[config.mk]
export PLATFORM = sky130hd
export DESIGN_NAME = ddr3_sched_top
export DESIGN_NICKNAME = d
export VERILOG_FILES = /design/src/design/ddr3_sched_pkg.sv /design/src/design/ddr3_req_decode.sv /design/src/design/ddr3_cmd_fsm.sv /design/src/design/ddr3_resp_gen.sv /design/src/design/ddr3_sched_top.sv
export SDC_FILE = /design/constraint.sdc
export NUM_CORES = 1
export LEC_CHECK = 0
export BUFFER_PORTS_ARGS = -buffer_cell sky130_fd_sc_hd__buf_2
export CAP_MARGIN = 20
export CORE_MARGIN = 2
export CORE_UTILIZATION = 40
export CTS_CLUSTER_DIAMETER = 200
export DETAILED_ROUTE_END_ITERATION = 8
export MAX_ROUTING_LAYER = met4
export PLACE_DENSITY_LB_ADDON = 0.2
export SLEW_MARGIN = 10
export SYNTH_ARGS = -nofsm -noshare
export SYNTH_HDL_FRONTEND = slang
export SYNTH_SLANG_ARGS = --single-unit
[constraint.sdc]
create_clock -name clock_i -period 2.75 [get_ports clock_i]
set_input_delay 0.275 -clock clock_i [delete_from_list [all_inputs] [get_ports clock_i]]
set_output_delay 0.275 -clock clock_i [all_outputs]
set_load 0.01 [all_outputs]
[src/design/ddr3_sched_pkg.sv]
`default_nettype none

package ddr3_sched_pkg;

  // transaction id carried from request to data layer
  localparam int TID_BITS = 4;

  // 1Gb x16 device: 13 row bits, 3 bank bits, 10 column bits
  localparam int ROW_BITS = 13;
  localparam int BANK_BITS = 3;
  // requests are burst aligned, so the low column bits never travel
  localparam int BURST_BITS = 3;
  localparam int COL_BITS = 7;

  // request address is {row, bank, col}
  localparam int ADDR_BITS = ROW_BITS + BANK_BITS + COL_BITS;
  localparam int COL_LSB = 0;
  localparam int BANK_LSB = COL_LSB + COL_BITS;
  localparam int ROW_LSB = BANK_LSB + BANK_BITS;

  // auto-precharge flag in the column command address
  localparam int A10_BIT = 10;

  // {ras_n, cas_n, we_n} command encodings
  typedef enum logic [2:0] {
    CMD_MODE = 3'b000,
    CMD_REFR = 3'b001,
    CMD_PREC = 3'b010,
    CMD_ACTV = 3'b011,
    CMD_WRIT = 3'b100,
    CMD_READ = 3'b101,
    CMD_ZQCL = 3'b110,
    CMD_NOOP = 3'b111
  } ddr3_cmd_e;

  typedef enum logic [2:0] {
    ST_IDLE = 3'd0,
    ST_ACTV = 3'd1,
    ST_READ = 3'd2,
    ST_WRIT = 3'd3,
    ST_PREC = 3'd4,
    ST_REFR = 3'd5
  } sched_state_e;

endpackage

`default_nettype wire

[src/design/ddr3_req_decode.sv]
`default_nettype none

module ddr3_req_decode (
  input  wire                                  mem_rdreq_i,
  input  wire                                  mem_rdlst_i,
  input  wire  [ddr3_sched_pkg::TID_BITS-1:0]  mem_rdtid_i,
  input  wire  [ddr3_sched_pkg::ADDR_BITS-1:0] mem_rdadr_i,
  input  wire                                  mem_wrreq_i,
  input  wire                                  mem_wrlst_i,
  input  wire  [ddr3_sched_pkg::TID_BITS-1:0]  mem_wrtid_i,
  input  wire  [ddr3_sched_pkg::ADDR_BITS-1:0] mem_wradr_i,
  input  wire                                  in_burst_i,
  input  wire                                  burst_write_i,
  input  wire  [ddr3_sched_pkg::ROW_BITS-1:0]  open_row_i,
  input  wire  [ddr3_sched_pkg::BANK_BITS-1:0] open_bank_i,
  output logic                                 sel_valid_o,
  output logic                                 sel_write_o,
  output logic                                 sel_last_o,
  output logic [ddr3_sched_pkg::TID_BITS-1:0]  sel_tid_o,
  output logic [ddr3_sched_pkg::ROW_BITS-1:0]  sel_row_o,
  output logic [ddr3_sched_pkg::BANK_BITS-1:0] sel_bank_o,
  output logic [ddr3_sched_pkg::COL_BITS-1:0]  sel_col_o,
  output logic                                 same_row_o
);
  import ddr3_sched_pkg::*;

  logic                 use_wr;
  logic [ADDR_BITS-1:0] sel_adr;

  // an open burst keeps its own port and otherwise read wins
  assign use_wr = in_burst_i ? burst_write_i : !mem_rdreq_i;

  assign sel_write_o = use_wr;
  assign sel_valid_o = use_wr ? mem_wrreq_i : mem_rdreq_i;
  assign sel_last_o  = use_wr ? mem_wrlst_i : mem_rdlst_i;
  assign sel_tid_o   = use_wr ? mem_wrtid_i : mem_rdtid_i;
  assign sel_adr     = use_wr ? mem_wradr_i : mem_rdadr_i;

  // fixed mapping with row above bank above column
  assign sel_row_o  = sel_adr[ROW_LSB +: ROW_BITS];
  assign sel_bank_o = sel_adr[BANK_LSB +: BANK_BITS];
  assign sel_col_o  = sel_adr[COL_LSB +: COL_BITS];

  // row hit against the row the fsm holds open
  // only meaningful while a burst is open
  assign same_row_o = (sel_row_o == open_row_i) && (sel_bank_o == open_bank_i);

endmodule

`default_nettype wire

[src/design/ddr3_cmd_fsm.sv]
`default_nettype none

module ddr3_cmd_fsm (
  input  wire                                  clock_i,
  input  wire                                  reset_i,
  input  wire                                  sel_valid_i,
  input  wire                                  sel_write_i,
  input  wire                                  sel_last_i,
  input  wire  [ddr3_sched_pkg::TID_BITS-1:0]  sel_tid_i,
  input  wire  [ddr3_sched_pkg::ROW_BITS-1:0]  sel_row_i,
  input  wire  [ddr3_sched_pkg::BANK_BITS-1:0] sel_bank_i,
  input  wire  [ddr3_sched_pkg::COL_BITS-1:0]  sel_col_i,
  input  wire                                  same_row_i,
  input  wire                                  ddl_rdy_i,
  input  wire                                  ddl_ref_i,
  input  wire                                  cfg_req_i,
  input  wire  ddr3_sched_pkg::ddr3_cmd_e      cfg_cmd_i,
  input  wire  [ddr3_sched_pkg::BANK_BITS-1:0] cfg_ba_i,
  input  wire  [ddr3_sched_pkg::ROW_BITS-1:0]  cfg_adr_i,
  output logic                                 in_burst_o,
  output logic                                 burst_write_o,
  output logic [ddr3_sched_pkg::ROW_BITS-1:0]  open_row_o,
  output logic [ddr3_sched_pkg::BANK_BITS-1:0] open_bank_o,
  output logic                                 nxt_req_o,
  output ddr3_sched_pkg::ddr3_cmd_e            nxt_cmd_o,
  output logic [ddr3_sched_pkg::TID_BITS-1:0]  nxt_tid_o,
  output logic [ddr3_sched_pkg::BANK_BITS-1:0] nxt_ba_o,
  output logic [ddr3_sched_pkg::ROW_BITS-1:0]  nxt_adr_o,
  output logic                                 accept_pulse_o,
  output logic                                 accept_write_o,
  output logic                                 reject_pulse_o,
  output logic                                 reject_write_o
);
  import ddr3_sched_pkg::*;

  sched_state_e         state_q;
  sched_state_e         state_d;
  logic                 burst_q;
  logic                 burst_d;
  logic                 write_q;
  logic                 last_q;
  logic                 hold_q;
  logic [ROW_BITS-1:0]  row_q;
  logic [BANK_BITS-1:0] bank_q;
  logic                 ld_open;
  logic                 ld_col;
  logic                 req_ok;
  ddr3_cmd_e            col_cmd;
  logic [ROW_BITS-1:0]  col_adr;

  // the requester still holds its old request in the ack/err cycle
  assign req_ok = sel_valid_i && !hold_q;

  // column command of the open burst
  assign col_cmd = write_q ? CMD_WRIT : CMD_READ;

  // column address is {pad, a10, col, burst offset}
  always_comb begin
    col_adr = '0;
    col_adr[BURST_BITS +: COL_BITS] = sel_col_i;
    col_adr[A10_BIT] = sel_last_i;
  end

  always_comb begin
    state_d        = state_q;
    burst_d        = burst_q;
    ld_open        = 1'b0;
    ld_col         = 1'b0;
    nxt_req_o      = 1'b0;
    nxt_cmd_o      = CMD_NOOP;
    nxt_tid_o      = sel_tid_i;
    nxt_ba_o       = bank_q;
    nxt_adr_o      = col_adr;
    accept_pulse_o = 1'b0;
    reject_pulse_o = 1'b0;
    if (reset_i) begin
      // configuration and init commands go straight to the data layer
      nxt_req_o = cfg_req_i;
      nxt_cmd_o = cfg_cmd_i;
      nxt_ba_o  = cfg_ba_i;
      nxt_adr_o = cfg_adr_i;
    end else begin
      case (state_q)
        ST_IDLE: begin
          if (!burst_q && ddl_ref_i) begin
            // refresh only with every bank closed
            nxt_req_o = 1'b1;
            nxt_cmd_o = CMD_REFR;
            state_d   = ST_REFR;
          end else if (req_ok && !burst_q) begin
            // first request of a burst opens its row
            nxt_req_o = 1'b1;
            nxt_cmd_o = CMD_ACTV;
            nxt_ba_o  = sel_bank_i;
            nxt_adr_o = sel_row_i;
            ld_open   = 1'b1;
            burst_d   = 1'b1;
            state_d   = ST_ACTV;
          end else if (req_ok && same_row_i) begin
            // follow-on hit goes straight into the open row
            nxt_req_o = 1'b1;
            nxt_cmd_o = col_cmd;
            ld_col    = 1'b1;
            state_d   = write_q ? ST_WRIT : ST_READ;
          end else if (req_ok) begin
            // follow-on miss, close the open bank (a10 low)
            nxt_req_o = 1'b1;
            nxt_cmd_o = CMD_PREC;
            nxt_adr_o = '0;
            state_d   = ST_PREC;
          end
        end
        ST_ACTV: begin
          // activate is leaving, the column command follows it
          nxt_req_o = 1'b1;
          nxt_cmd_o = col_cmd;
          ld_col    = 1'b1;
          state_d   = write_q ? ST_WRIT : ST_READ;
        end
        ST_READ, ST_WRIT: begin
          accept_pulse_o = ddl_rdy_i;
          state_d        = ST_IDLE;
          // auto-precharge has closed the row
          if (last_q) begin
            burst_d = 1'b0;
          end
        end
        ST_PREC: begin
          reject_pulse_o = ddl_rdy_i;
          burst_d        = 1'b0;
          state_d        = ST_IDLE;
        end
        ST_REFR: begin
          // data layer holds ddl_ref_i until refresh is done
          if (!ddl_ref_i) begin
            state_d = ST_IDLE;
          end
        end
        default: state_d = ST_IDLE;
      endcase
    end
  end

  // all progress waits on ddl_rdy_i, which stalls the whole scheduler
  always_ff @(posedge clock_i) begin
    if (reset_i) begin
      state_q <= ST_IDLE;
      burst_q <= 1'b0;
      write_q <= 1'b0;
      hold_q  <= 1'b0;
    end else begin
      hold_q <= accept_pulse_o || reject_pulse_o;
      if (ddl_rdy_i) begin
        state_q <= state_d;
        burst_q <= burst_d;
        if (ld_open) begin
          write_q <= sel_write_i;
        end
      end
    end
  end

  // row, bank and last flag of the burst in flight
  always_ff @(posedge clock_i) begin
    if (ddl_rdy_i && ld_open) begin
      row_q  <= sel_row_i;
      bank_q <= sel_bank_i;
    end
    if (ddl_rdy_i && ld_col) begin
      last_q <= sel_last_i;
    end
  end

  assign in_burst_o     = burst_q;
  assign burst_write_o  = write_q;
  assign open_row_o     = row_q;
  assign open_bank_o    = bank_q;
  assign accept_write_o = (state_q == ST_WRIT);
  assign reject_write_o = write_q;

  a_state_legal : assert property (@(posedge clock_i) disable iff (reset_i)
    state_q inside {ST_IDLE, ST_ACTV, ST_READ, ST_WRIT, ST_PREC, ST_REFR});

  // a decided command must not move while the data layer stalls,
  // which also relies on the requester holding its inputs
  a_stall_stable : assert property (@(posedge clock_i) disable iff (reset_i)
    nxt_req_o && (state_q != ST_IDLE) && !ddl_rdy_i
    |=> $stable({nxt_req_o, nxt_cmd_o, nxt_tid_o, nxt_ba_o, nxt_adr_o}));

endmodule

`default_nettype wire

[src/design/ddr3_resp_gen.sv]
`default_nettype none

module ddr3_resp_gen (
  input  wire                                  clock_i,
  input  wire                                  reset_i,
  input  wire                                  ddl_rdy_i,
  input  wire                                  nxt_req_i,
  input  wire  ddr3_sched_pkg::ddr3_cmd_e      nxt_cmd_i,
  input  wire  [ddr3_sched_pkg::TID_BITS-1:0]  nxt_tid_i,
  input  wire  [ddr3_sched_pkg::BANK_BITS-1:0] nxt_ba_i,
  input  wire  [ddr3_sched_pkg::ROW_BITS-1:0]  nxt_adr_i,
  input  wire                                  accept_pulse_i,
  input  wire                                  accept_write_i,
  input  wire                                  reject_pulse_i,
  input  wire                                  reject_write_i,
  output logic                                 ddl_req_o,
  output ddr3_sched_pkg::ddr3_cmd_e            ddl_cmd_o,
  output logic [ddr3_sched_pkg::TID_BITS-1:0]  ddl_tid_o,
  output logic [ddr3_sched_pkg::BANK_BITS-1:0] ddl_ba_o,
  output logic [ddr3_sched_pkg::ROW_BITS-1:0]  ddl_adr_o,
  output logic                                 mem_wrack_o,
  output logic                                 mem_rdack_o,
  output logic                                 mem_wrerr_o,
  output logic                                 mem_rderr_o,
  output logic                                 cfg_rdy_o
);
  import ddr3_sched_pkg::*;

  logic load;

  // with ddl_rdy_i high the slot is either accepted or empty
  // during reset the slot follows the configuration port every cycle
  assign load = reset_i || ddl_rdy_i;

  always_ff @(posedge clock_i) begin
    if (load) begin
      ddl_req_o <= nxt_req_i;
      ddl_cmd_o <= nxt_cmd_i;
      ddl_tid_o <= nxt_tid_i;
      ddl_ba_o  <= nxt_ba_i;
      ddl_adr_o <= nxt_adr_i;
    end
  end

  // one-cycle strobes, steered to the port that owns the command
  always_ff @(posedge clock_i) begin
    if (reset_i) begin
      mem_wrack_o <= 1'b0;
      mem_rdack_o <= 1'b0;
      mem_wrerr_o <= 1'b0;
      mem_rderr_o <= 1'b0;
    end else begin
      mem_wrack_o <= accept_pulse_i && accept_write_i;
      mem_rdack_o <= accept_pulse_i && !accept_write_i;
      mem_wrerr_o <= reject_pulse_i && reject_write_i;
      mem_rderr_o <= reject_pulse_i && !reject_write_i;
    end
  end

  // config port sees the data layer's ready directly
  assign cfg_rdy_o = ddl_rdy_i;

  a_ack_err_excl : assert property (@(posedge clock_i) disable iff (reset_i)
    !(mem_wrack_o && mem_wrerr_o) && !(mem_rdack_o && mem_rderr_o));

  // a write ack only ever follows an accepted WRITE
  a_wrack_src : assert property (@(posedge clock_i) disable iff (reset_i)
    mem_wrack_o |-> $past(ddl_req_o && ddl_rdy_i && ddl_cmd_o == CMD_WRIT));

endmodule

`default_nettype wire

[src/design/ddr3_sched_top.sv]
`default_nettype none

module ddr3_sched_top (
  input  wire                                  clock_i,
  input  wire                                  reset_i,
  input  wire                                  mem_wrreq_i,
  input  wire                                  mem_wrlst_i,
  input  wire  [ddr3_sched_pkg::TID_BITS-1:0]  mem_wrtid_i,
  input  wire  [ddr3_sched_pkg::ADDR_BITS-1:0] mem_wradr_i,
  output logic                                 mem_wrack_o,
  output logic                                 mem_wrerr_o,
  input  wire                                  mem_rdreq_i,
  input  wire                                  mem_rdlst_i,
  input  wire  [ddr3_sched_pkg::TID_BITS-1:0]  mem_rdtid_i,
  input  wire  [ddr3_sched_pkg::ADDR_BITS-1:0] mem_rdadr_i,
  output logic                                 mem_rdack_o,
  output logic                                 mem_rderr_o,
  input  wire                                  cfg_req_i,
  input  wire  ddr3_sched_pkg::ddr3_cmd_e      cfg_cmd_i,
  input  wire  [ddr3_sched_pkg::BANK_BITS-1:0] cfg_ba_i,
  input  wire  [ddr3_sched_pkg::ROW_BITS-1:0]  cfg_adr_i,
  output logic                                 cfg_rdy_o,
  output logic                                 ddl_req_o,
  output ddr3_sched_pkg::ddr3_cmd_e            ddl_cmd_o,
  output logic [ddr3_sched_pkg::TID_BITS-1:0]  ddl_tid_o,
  output logic [ddr3_sched_pkg::BANK_BITS-1:0] ddl_ba_o,
  output logic [ddr3_sched_pkg::ROW_BITS-1:0]  ddl_adr_o,
  input  wire                                  ddl_rdy_i,
  input  wire                                  ddl_ref_i
);
  import ddr3_sched_pkg::*;

  // decode to execute
  logic                 sel_valid;
  logic                 sel_write;
  logic                 sel_last;
  logic [TID_BITS-1:0]  sel_tid;
  logic [ROW_BITS-1:0]  sel_row;
  logic [BANK_BITS-1:0] sel_bank;
  logic [COL_BITS-1:0]  sel_col;
  logic                 same_row;

  // execute back to decode
  logic                 in_burst;
  logic                 burst_write;
  logic [ROW_BITS-1:0]  open_row;
  logic [BANK_BITS-1:0] open_bank;

  // execute to result
  logic                 nxt_req;
  ddr3_cmd_e            nxt_cmd;
  logic [TID_BITS-1:0]  nxt_tid;
  logic [BANK_BITS-1:0] nxt_ba;
  logic [ROW_BITS-1:0]  nxt_adr;
  logic                 accept_pulse;
  logic                 accept_write;
  logic                 reject_pulse;
  logic                 reject_write;

  ddr3_req_decode ddr3_req_decode_inst (
    .mem_rdreq_i   (mem_rdreq_i),
    .mem_rdlst_i   (mem_rdlst_i),
    .mem_rdtid_i   (mem_rdtid_i),
    .mem_rdadr_i   (mem_rdadr_i),
    .mem_wrreq_i   (mem_wrreq_i),
    .mem_wrlst_i   (mem_wrlst_i),
    .mem_wrtid_i   (mem_wrtid_i),
    .mem_wradr_i   (mem_wradr_i),
    .in_burst_i    (in_burst),
    .burst_write_i (burst_write),
    .open_row_i    (open_row),
    .open_bank_i   (open_bank),
    .sel_valid_o   (sel_valid),
    .sel_write_o   (sel_write),
    .sel_last_o    (sel_last),
    .sel_tid_o     (sel_tid),
    .sel_row_o     (sel_row),
    .sel_bank_o    (sel_bank),
    .sel_col_o     (sel_col),
    .same_row_o    (same_row)
  );

  ddr3_cmd_fsm ddr3_cmd_fsm_inst (
    .clock_i        (clock_i),
    .reset_i        (reset_i),
    .sel_valid_i    (sel_valid),
    .sel_write_i    (sel_write),
    .sel_last_i     (sel_last),
    .sel_tid_i      (sel_tid),
    .sel_row_i      (sel_row),
    .sel_bank_i     (sel_bank),
    .sel_col_i      (sel_col),
    .same_row_i     (same_row),
    .ddl_rdy_i      (ddl_rdy_i),
    .ddl_ref_i      (ddl_ref_i),
    .cfg_req_i      (cfg_req_i),
    .cfg_cmd_i      (cfg_cmd_i),
    .cfg_ba_i       (cfg_ba_i),
    .cfg_adr_i      (cfg_adr_i),
    .in_burst_o     (in_burst),
    .burst_write_o  (burst_write),
    .open_row_o     (open_row),
    .open_bank_o    (open_bank),
    .nxt_req_o      (nxt_req),
    .nxt_cmd_o      (nxt_cmd),
    .nxt_tid_o      (nxt_tid),
    .nxt_ba_o       (nxt_ba),
    .nxt_adr_o      (nxt_adr),
    .accept_pulse_o (accept_pulse),
    .accept_write_o (accept_write),
    .reject_pulse_o (reject_pulse),
    .reject_write_o (reject_write)
  );

  ddr3_resp_gen ddr3_resp_gen_inst (
    .clock_i        (clock_i),
    .reset_i        (reset_i),
    .ddl_rdy_i      (ddl_rdy_i),
    .nxt_req_i      (nxt_req),
    .nxt_cmd_i      (nxt_cmd),
    .nxt_tid_i      (nxt_tid),
    .nxt_ba_i       (nxt_ba),
    .nxt_adr_i      (nxt_adr),
    .accept_pulse_i (accept_pulse),
    .accept_write_i (accept_write),
    .reject_pulse_i (reject_pulse),
    .reject_write_i (reject_write),
    .ddl_req_o      (ddl_req_o),
    .ddl_cmd_o      (ddl_cmd_o),
    .ddl_tid_o      (ddl_tid_o),
    .ddl_ba_o       (ddl_ba_o),
    .ddl_adr_o      (ddl_adr_o),
    .mem_wrack_o    (mem_wrack_o),
    .mem_rdack_o    (mem_rdack_o),
    .mem_wrerr_o    (mem_wrerr_o),
    .mem_rderr_o    (mem_rderr_o),
    .cfg_rdy_o      (cfg_rdy_o)
  );

endmodule

`default_nettype wire

==> summary.md <==
| Metric | Value |
|---|---|
| Fin Hold WS | `around 0.23 ns` |
| Clk slew on worst S/H paths | `0.10 ns` |
| Vias in the first global route | `2554` |
| Clock sinks | `just over 50` |
| Site Rows | `31` |
| Setup ws final | `0.235 ns` |
| Final ANT Viol Nets | `0` |
| CTS tree | `built` |
| Clock Skew | `approximately 0.01 ns` |
| Power, Total | `between 1.5 and 2 mW` |
| Clock buffer depth | `2` |
| Routed WL | `~8500 um` |
| Seq cells post-synth | `51` |
| Max-slew headroom | `60.1%` |
| Slew @ Worst Pin | `0.595 ns` |
| Initial antenna violation count | `0` |
| Status | `finished clean` |
| Iteration-0 DRC Markers | `approximately 260` |
| DP Worst Slack | `roughly 0.21 ns` |
| Largest family of logic cells by synthesized area | `simple AND/OR/NAND/NOR gates` |
| # fillers | `just under 700` |
| Critical path startpoint | `ddr3_cmd_fsm_inst.in_burst_o` |
| Complex-gate fraction of the synthesized area | `a little under a fifth` |
| Gpl congestion | `1.01` |
| Max IR drop VDD | `216 uV` |
| CP bufs+invs | `1` |
| Crit share post-route | `around nine tenths` |
| YS warnings | `0` |
| Total core area | `slightly above 7000 um2` |
| Unique cell type count in the Yosys netlist | `50` |
| CTS Buf Count | `5` |
| Largest net degree at the start of global routing | `41` |
| Slew Limit Fails | `0` |
| Die height | `about 90 um` |
| Via density | `5.27` |
| Post-synth EDFFs | `just over 40` |
| Nets | `517` |
| Fin. Hold Viols | `0` |
| Skew-Pair Late Insertion Delay | `0.31 ns` |
| Critical path arrival | `approximately 2.6 ns` |
| Residual DRC count | `0` |
| Worst-path cell chain | `or2b_4, and2_1, buf_4, nor4_1, a31oi_1, nor4b_4, nand2_1, o221a_1` |
| Io pins | `111` |
| Syn Area/Cell | `approximately 9.1 um2` |
| Synthesized Nets | `just over 400` |
| Hold Startpoint | `mem_wrtid_i[0]` |
| Hold-fix buffers at CTS | `0` |
| Final Non-Filler Cells | `about 540` |
| Post-synthesis adder-cell area fraction | `0%` |
| Max-Cap Viols | `0` |
| Main synth FF type | `edfxtp_1` |
| Critical path's largest stage delay | `roughly 0.34 ns` |
| Critical path peak fanout | `6` |
| Power Dens Cells | `roughly 520 nW/um2` |
| Post-synthesis sequential area ratio | `about half` |
| WL/cell | `approximately 16 um` |
| Fmax achieved | `between 0.3 and 0.4 GHz` |
| Mux cell area share after synthesis | `under 10%` |
| Area of the multi-input gates | `around 1300 um2` |
| Area Growth Syn to Fin | `27.3%` |
| Reg-to-reg startpoint | `ddr3_cmd_fsm_inst.in_burst_o` |
| Critical Path End Type | `register` |
| Initial Utilization | `roughly 41%` |
| Crit path max-delay cell type | `dfxtp_1` |
| Post-Syn Instances | `approximately 320` |
| Vias post-DR | `between 2k and 3k` |
| Largest delay share family, worst path | `simple AND/OR/NAND/NOR gates` |
| TritonRoute pass-1 iters | `5` |
| Synth Cell Area | `about 2900 um2` |
| Worst EP required | `~2.8 ns` |
| DP Cell Count | `between 500 and 600` |
| Post-Synth Simple-Gate Area | `about 20%` |
| Post-DP HPWL | `between 6000 and 7000 um` |
| Ant diodes | `0` |
| RSZ-0062 raised after global routing | `true` |
| Setup violations, final | `0` |
| GRT Residual Overflow | `0` |
| Setup CP Type | `register to register` |
| P_leak | `1.67 nW` |
| First-pass GRT wire length | `around 13000 um` |
| Async set-reset flop share out of synthesis | `0%` |
| Synth Area in XOR/XNOR | `around 1.8%` |
| Register Area | `1430 um2` |
| CTS Root Cell | `clkbuf_8` |
| H-Tree Depth | `2` |
| Total track usage | `about 22%` |
| Die Wd | `89.5 um` |
| Setup crit start kind | `register` |
| Fin Setup TNS | `0 ns` |
| Worst hold path class | `input pin to register` |
| DIE AREA | `between 8000 and 9000 um2` |
| # port buffers | `110` |
| Fraction of layout cells with a size suffix above 1 | `around 33%` |
| Fin crit period | `roughly 2.5 ns` |
cell type report:
cell class | instances | share of cell area [%]
clock buffer | 5 | 1.85
clock inverter | 3 | 0.538
inverter | 26 | 2.62
multi-input combinational | 228 | 35.8
sequential | 51 | 38.5
tap | 99 | 3.33
timing repair buffer | 123 | 17.4
state kept, by name, summed over array words and instances (netlist names), 3 cells and up:
name / flops
ddr3_resp_gen_inst.ddl_cmd_o: 3
ddr3_cmd_fsm_inst.open_bank_o: 3
ddr3_resp_gen_inst.ddl_ba_o: 3
ddr3_resp_gen_inst.ddl_adr_o: 13
ddr3_cmd_fsm_inst.open_row_o: 13
ddr3_resp_gen_inst.ddl_tid_o: 4
ddr3_cmd_fsm_inst.state_q: 3
logic make-up after synthesis:
group,Yosys count
buffers and inverters,42
flip-flops,51
XOR/XNOR,6
AND/OR/NAND/NOR,123
AO/OA/AOI/OAI,87
multiplexers,12
Yosys cell counts (2+ instances only):
cell       count  area, um2
nor4_1         2       12.5
a22o_1         2       17.5
mux2_2         2       22.5
a211oi_1       3       22.5
o31ai_1        2       15.0
a222oi_1       2       20.0
o22ai_1        9       56.3
o2bb2ai_1      3       26.3
nor3_1         4       20.0
mux2i_1       10        100
or2_2          6       37.5
a21oi_1       25        125
clkbuf_1      10       37.5
o211ai_1       3       22.5
buf_4          2       15.0
xor2_1         3       26.3
and2_1         4       25.0
nand2_1       64        240
nand3_1       10       50.1
o21ai_0       16       80.1
xnor2_1        3       26.3
edfxtp_1      41       1230
a31oi_1       11       68.8
or3_1          2       12.5
a221oi_1       2       17.5
dfxtp_1       10        200
buf_2          3       15.0
nor2_1        15       56.3
nor2b_1        5       31.3
and3_1         2       12.5
inv_1         26       97.6
where the power goes:
| group | switching, mW | internal, mW | total [mW] |
|---|---|---|---|
| Combinational | 0.320 | 0.225 | 0.545 |
| Clock | 0.272 | 0.178 | 0.450 |
| Sequential | 0.0273 | 0.917 | 0.944 |
| Total | 0.620 | 1.32 | 1.94 |
per-stage QoR:
stage,util (%),area [um2]
2_1_floorplan,-,2920
3_3_place_gp,50.5,3620
3_5_place_dp,50.5,3620
4_1_cts,51.8,3710
5_1_grt,51.9,3720
6_report,51.9,3720
layout by cell type, fill, tap and decap left out, types with 3 or more instances in the layout:
master,synthesis,layout
buf_2,3,110
nand2_1,64,64
edfxtp_1,41,41
inv_1,26,26
a21oi_1,25,25
o21ai_0,16,16
nor2_1,15,15
buf_4,2,13
a31oi_1,11,11
mux2i_1,10,10
nand3_1,10,10
dfxtp_1,10,10
o22ai_1,9,9
or2_2,6,6
nor2b_1,5,5
clkbuf_8,0,5
nor3_1,4,4
and2_1,4,4
o2bb2ai_1,3,3
xnor2_1,3,3
xor2_1,3,3
a211oi_1,3,3
o211ai_1,3,3
timing repair:
action / CTS / global route
buffers inserted: 0 / 0
gates resized for setup: 0 / 1
endpoints found under the setup margin: 0 / 8
routing by layer:
layer | GRT usage (%) | part of all wire [%] | wire, um | vias to the layer above
met2 | 33.7 | 44 | 3750 | 116
li1 | - | - | - | 1389
met4 | 5.29 | 1.4 | 121 | 0
met3 | 3.42 | 7.1 | 602 | 10
met1 | 31.4 | 48 | 4060 | 1306
met5 | - | 0 | 0 | -
path summary, 6_finish.rpt:
check / to / slack, ns / depth (start not counted)
setup / recovery: ddr3_resp_gen_inst.ddl_cmd_o[1] / 0.24 / 8
hold / removal: ddr3_resp_gen_inst.ddl_tid_o[0] / 0.23 / 3
setup reg to reg: ddr3_resp_gen_inst.ddl_cmd_o[1] / 0.24 / 8
hold reg to reg: ddr3_resp_gen_inst.mem_rderr_o / 0.58 / 2
tightest hold or removal path: stages:
cell and delay, ns:
buf_2 0.07, nand2_1 0.04, nand2_1 0.05
Power figures use the tool's default switching activity.
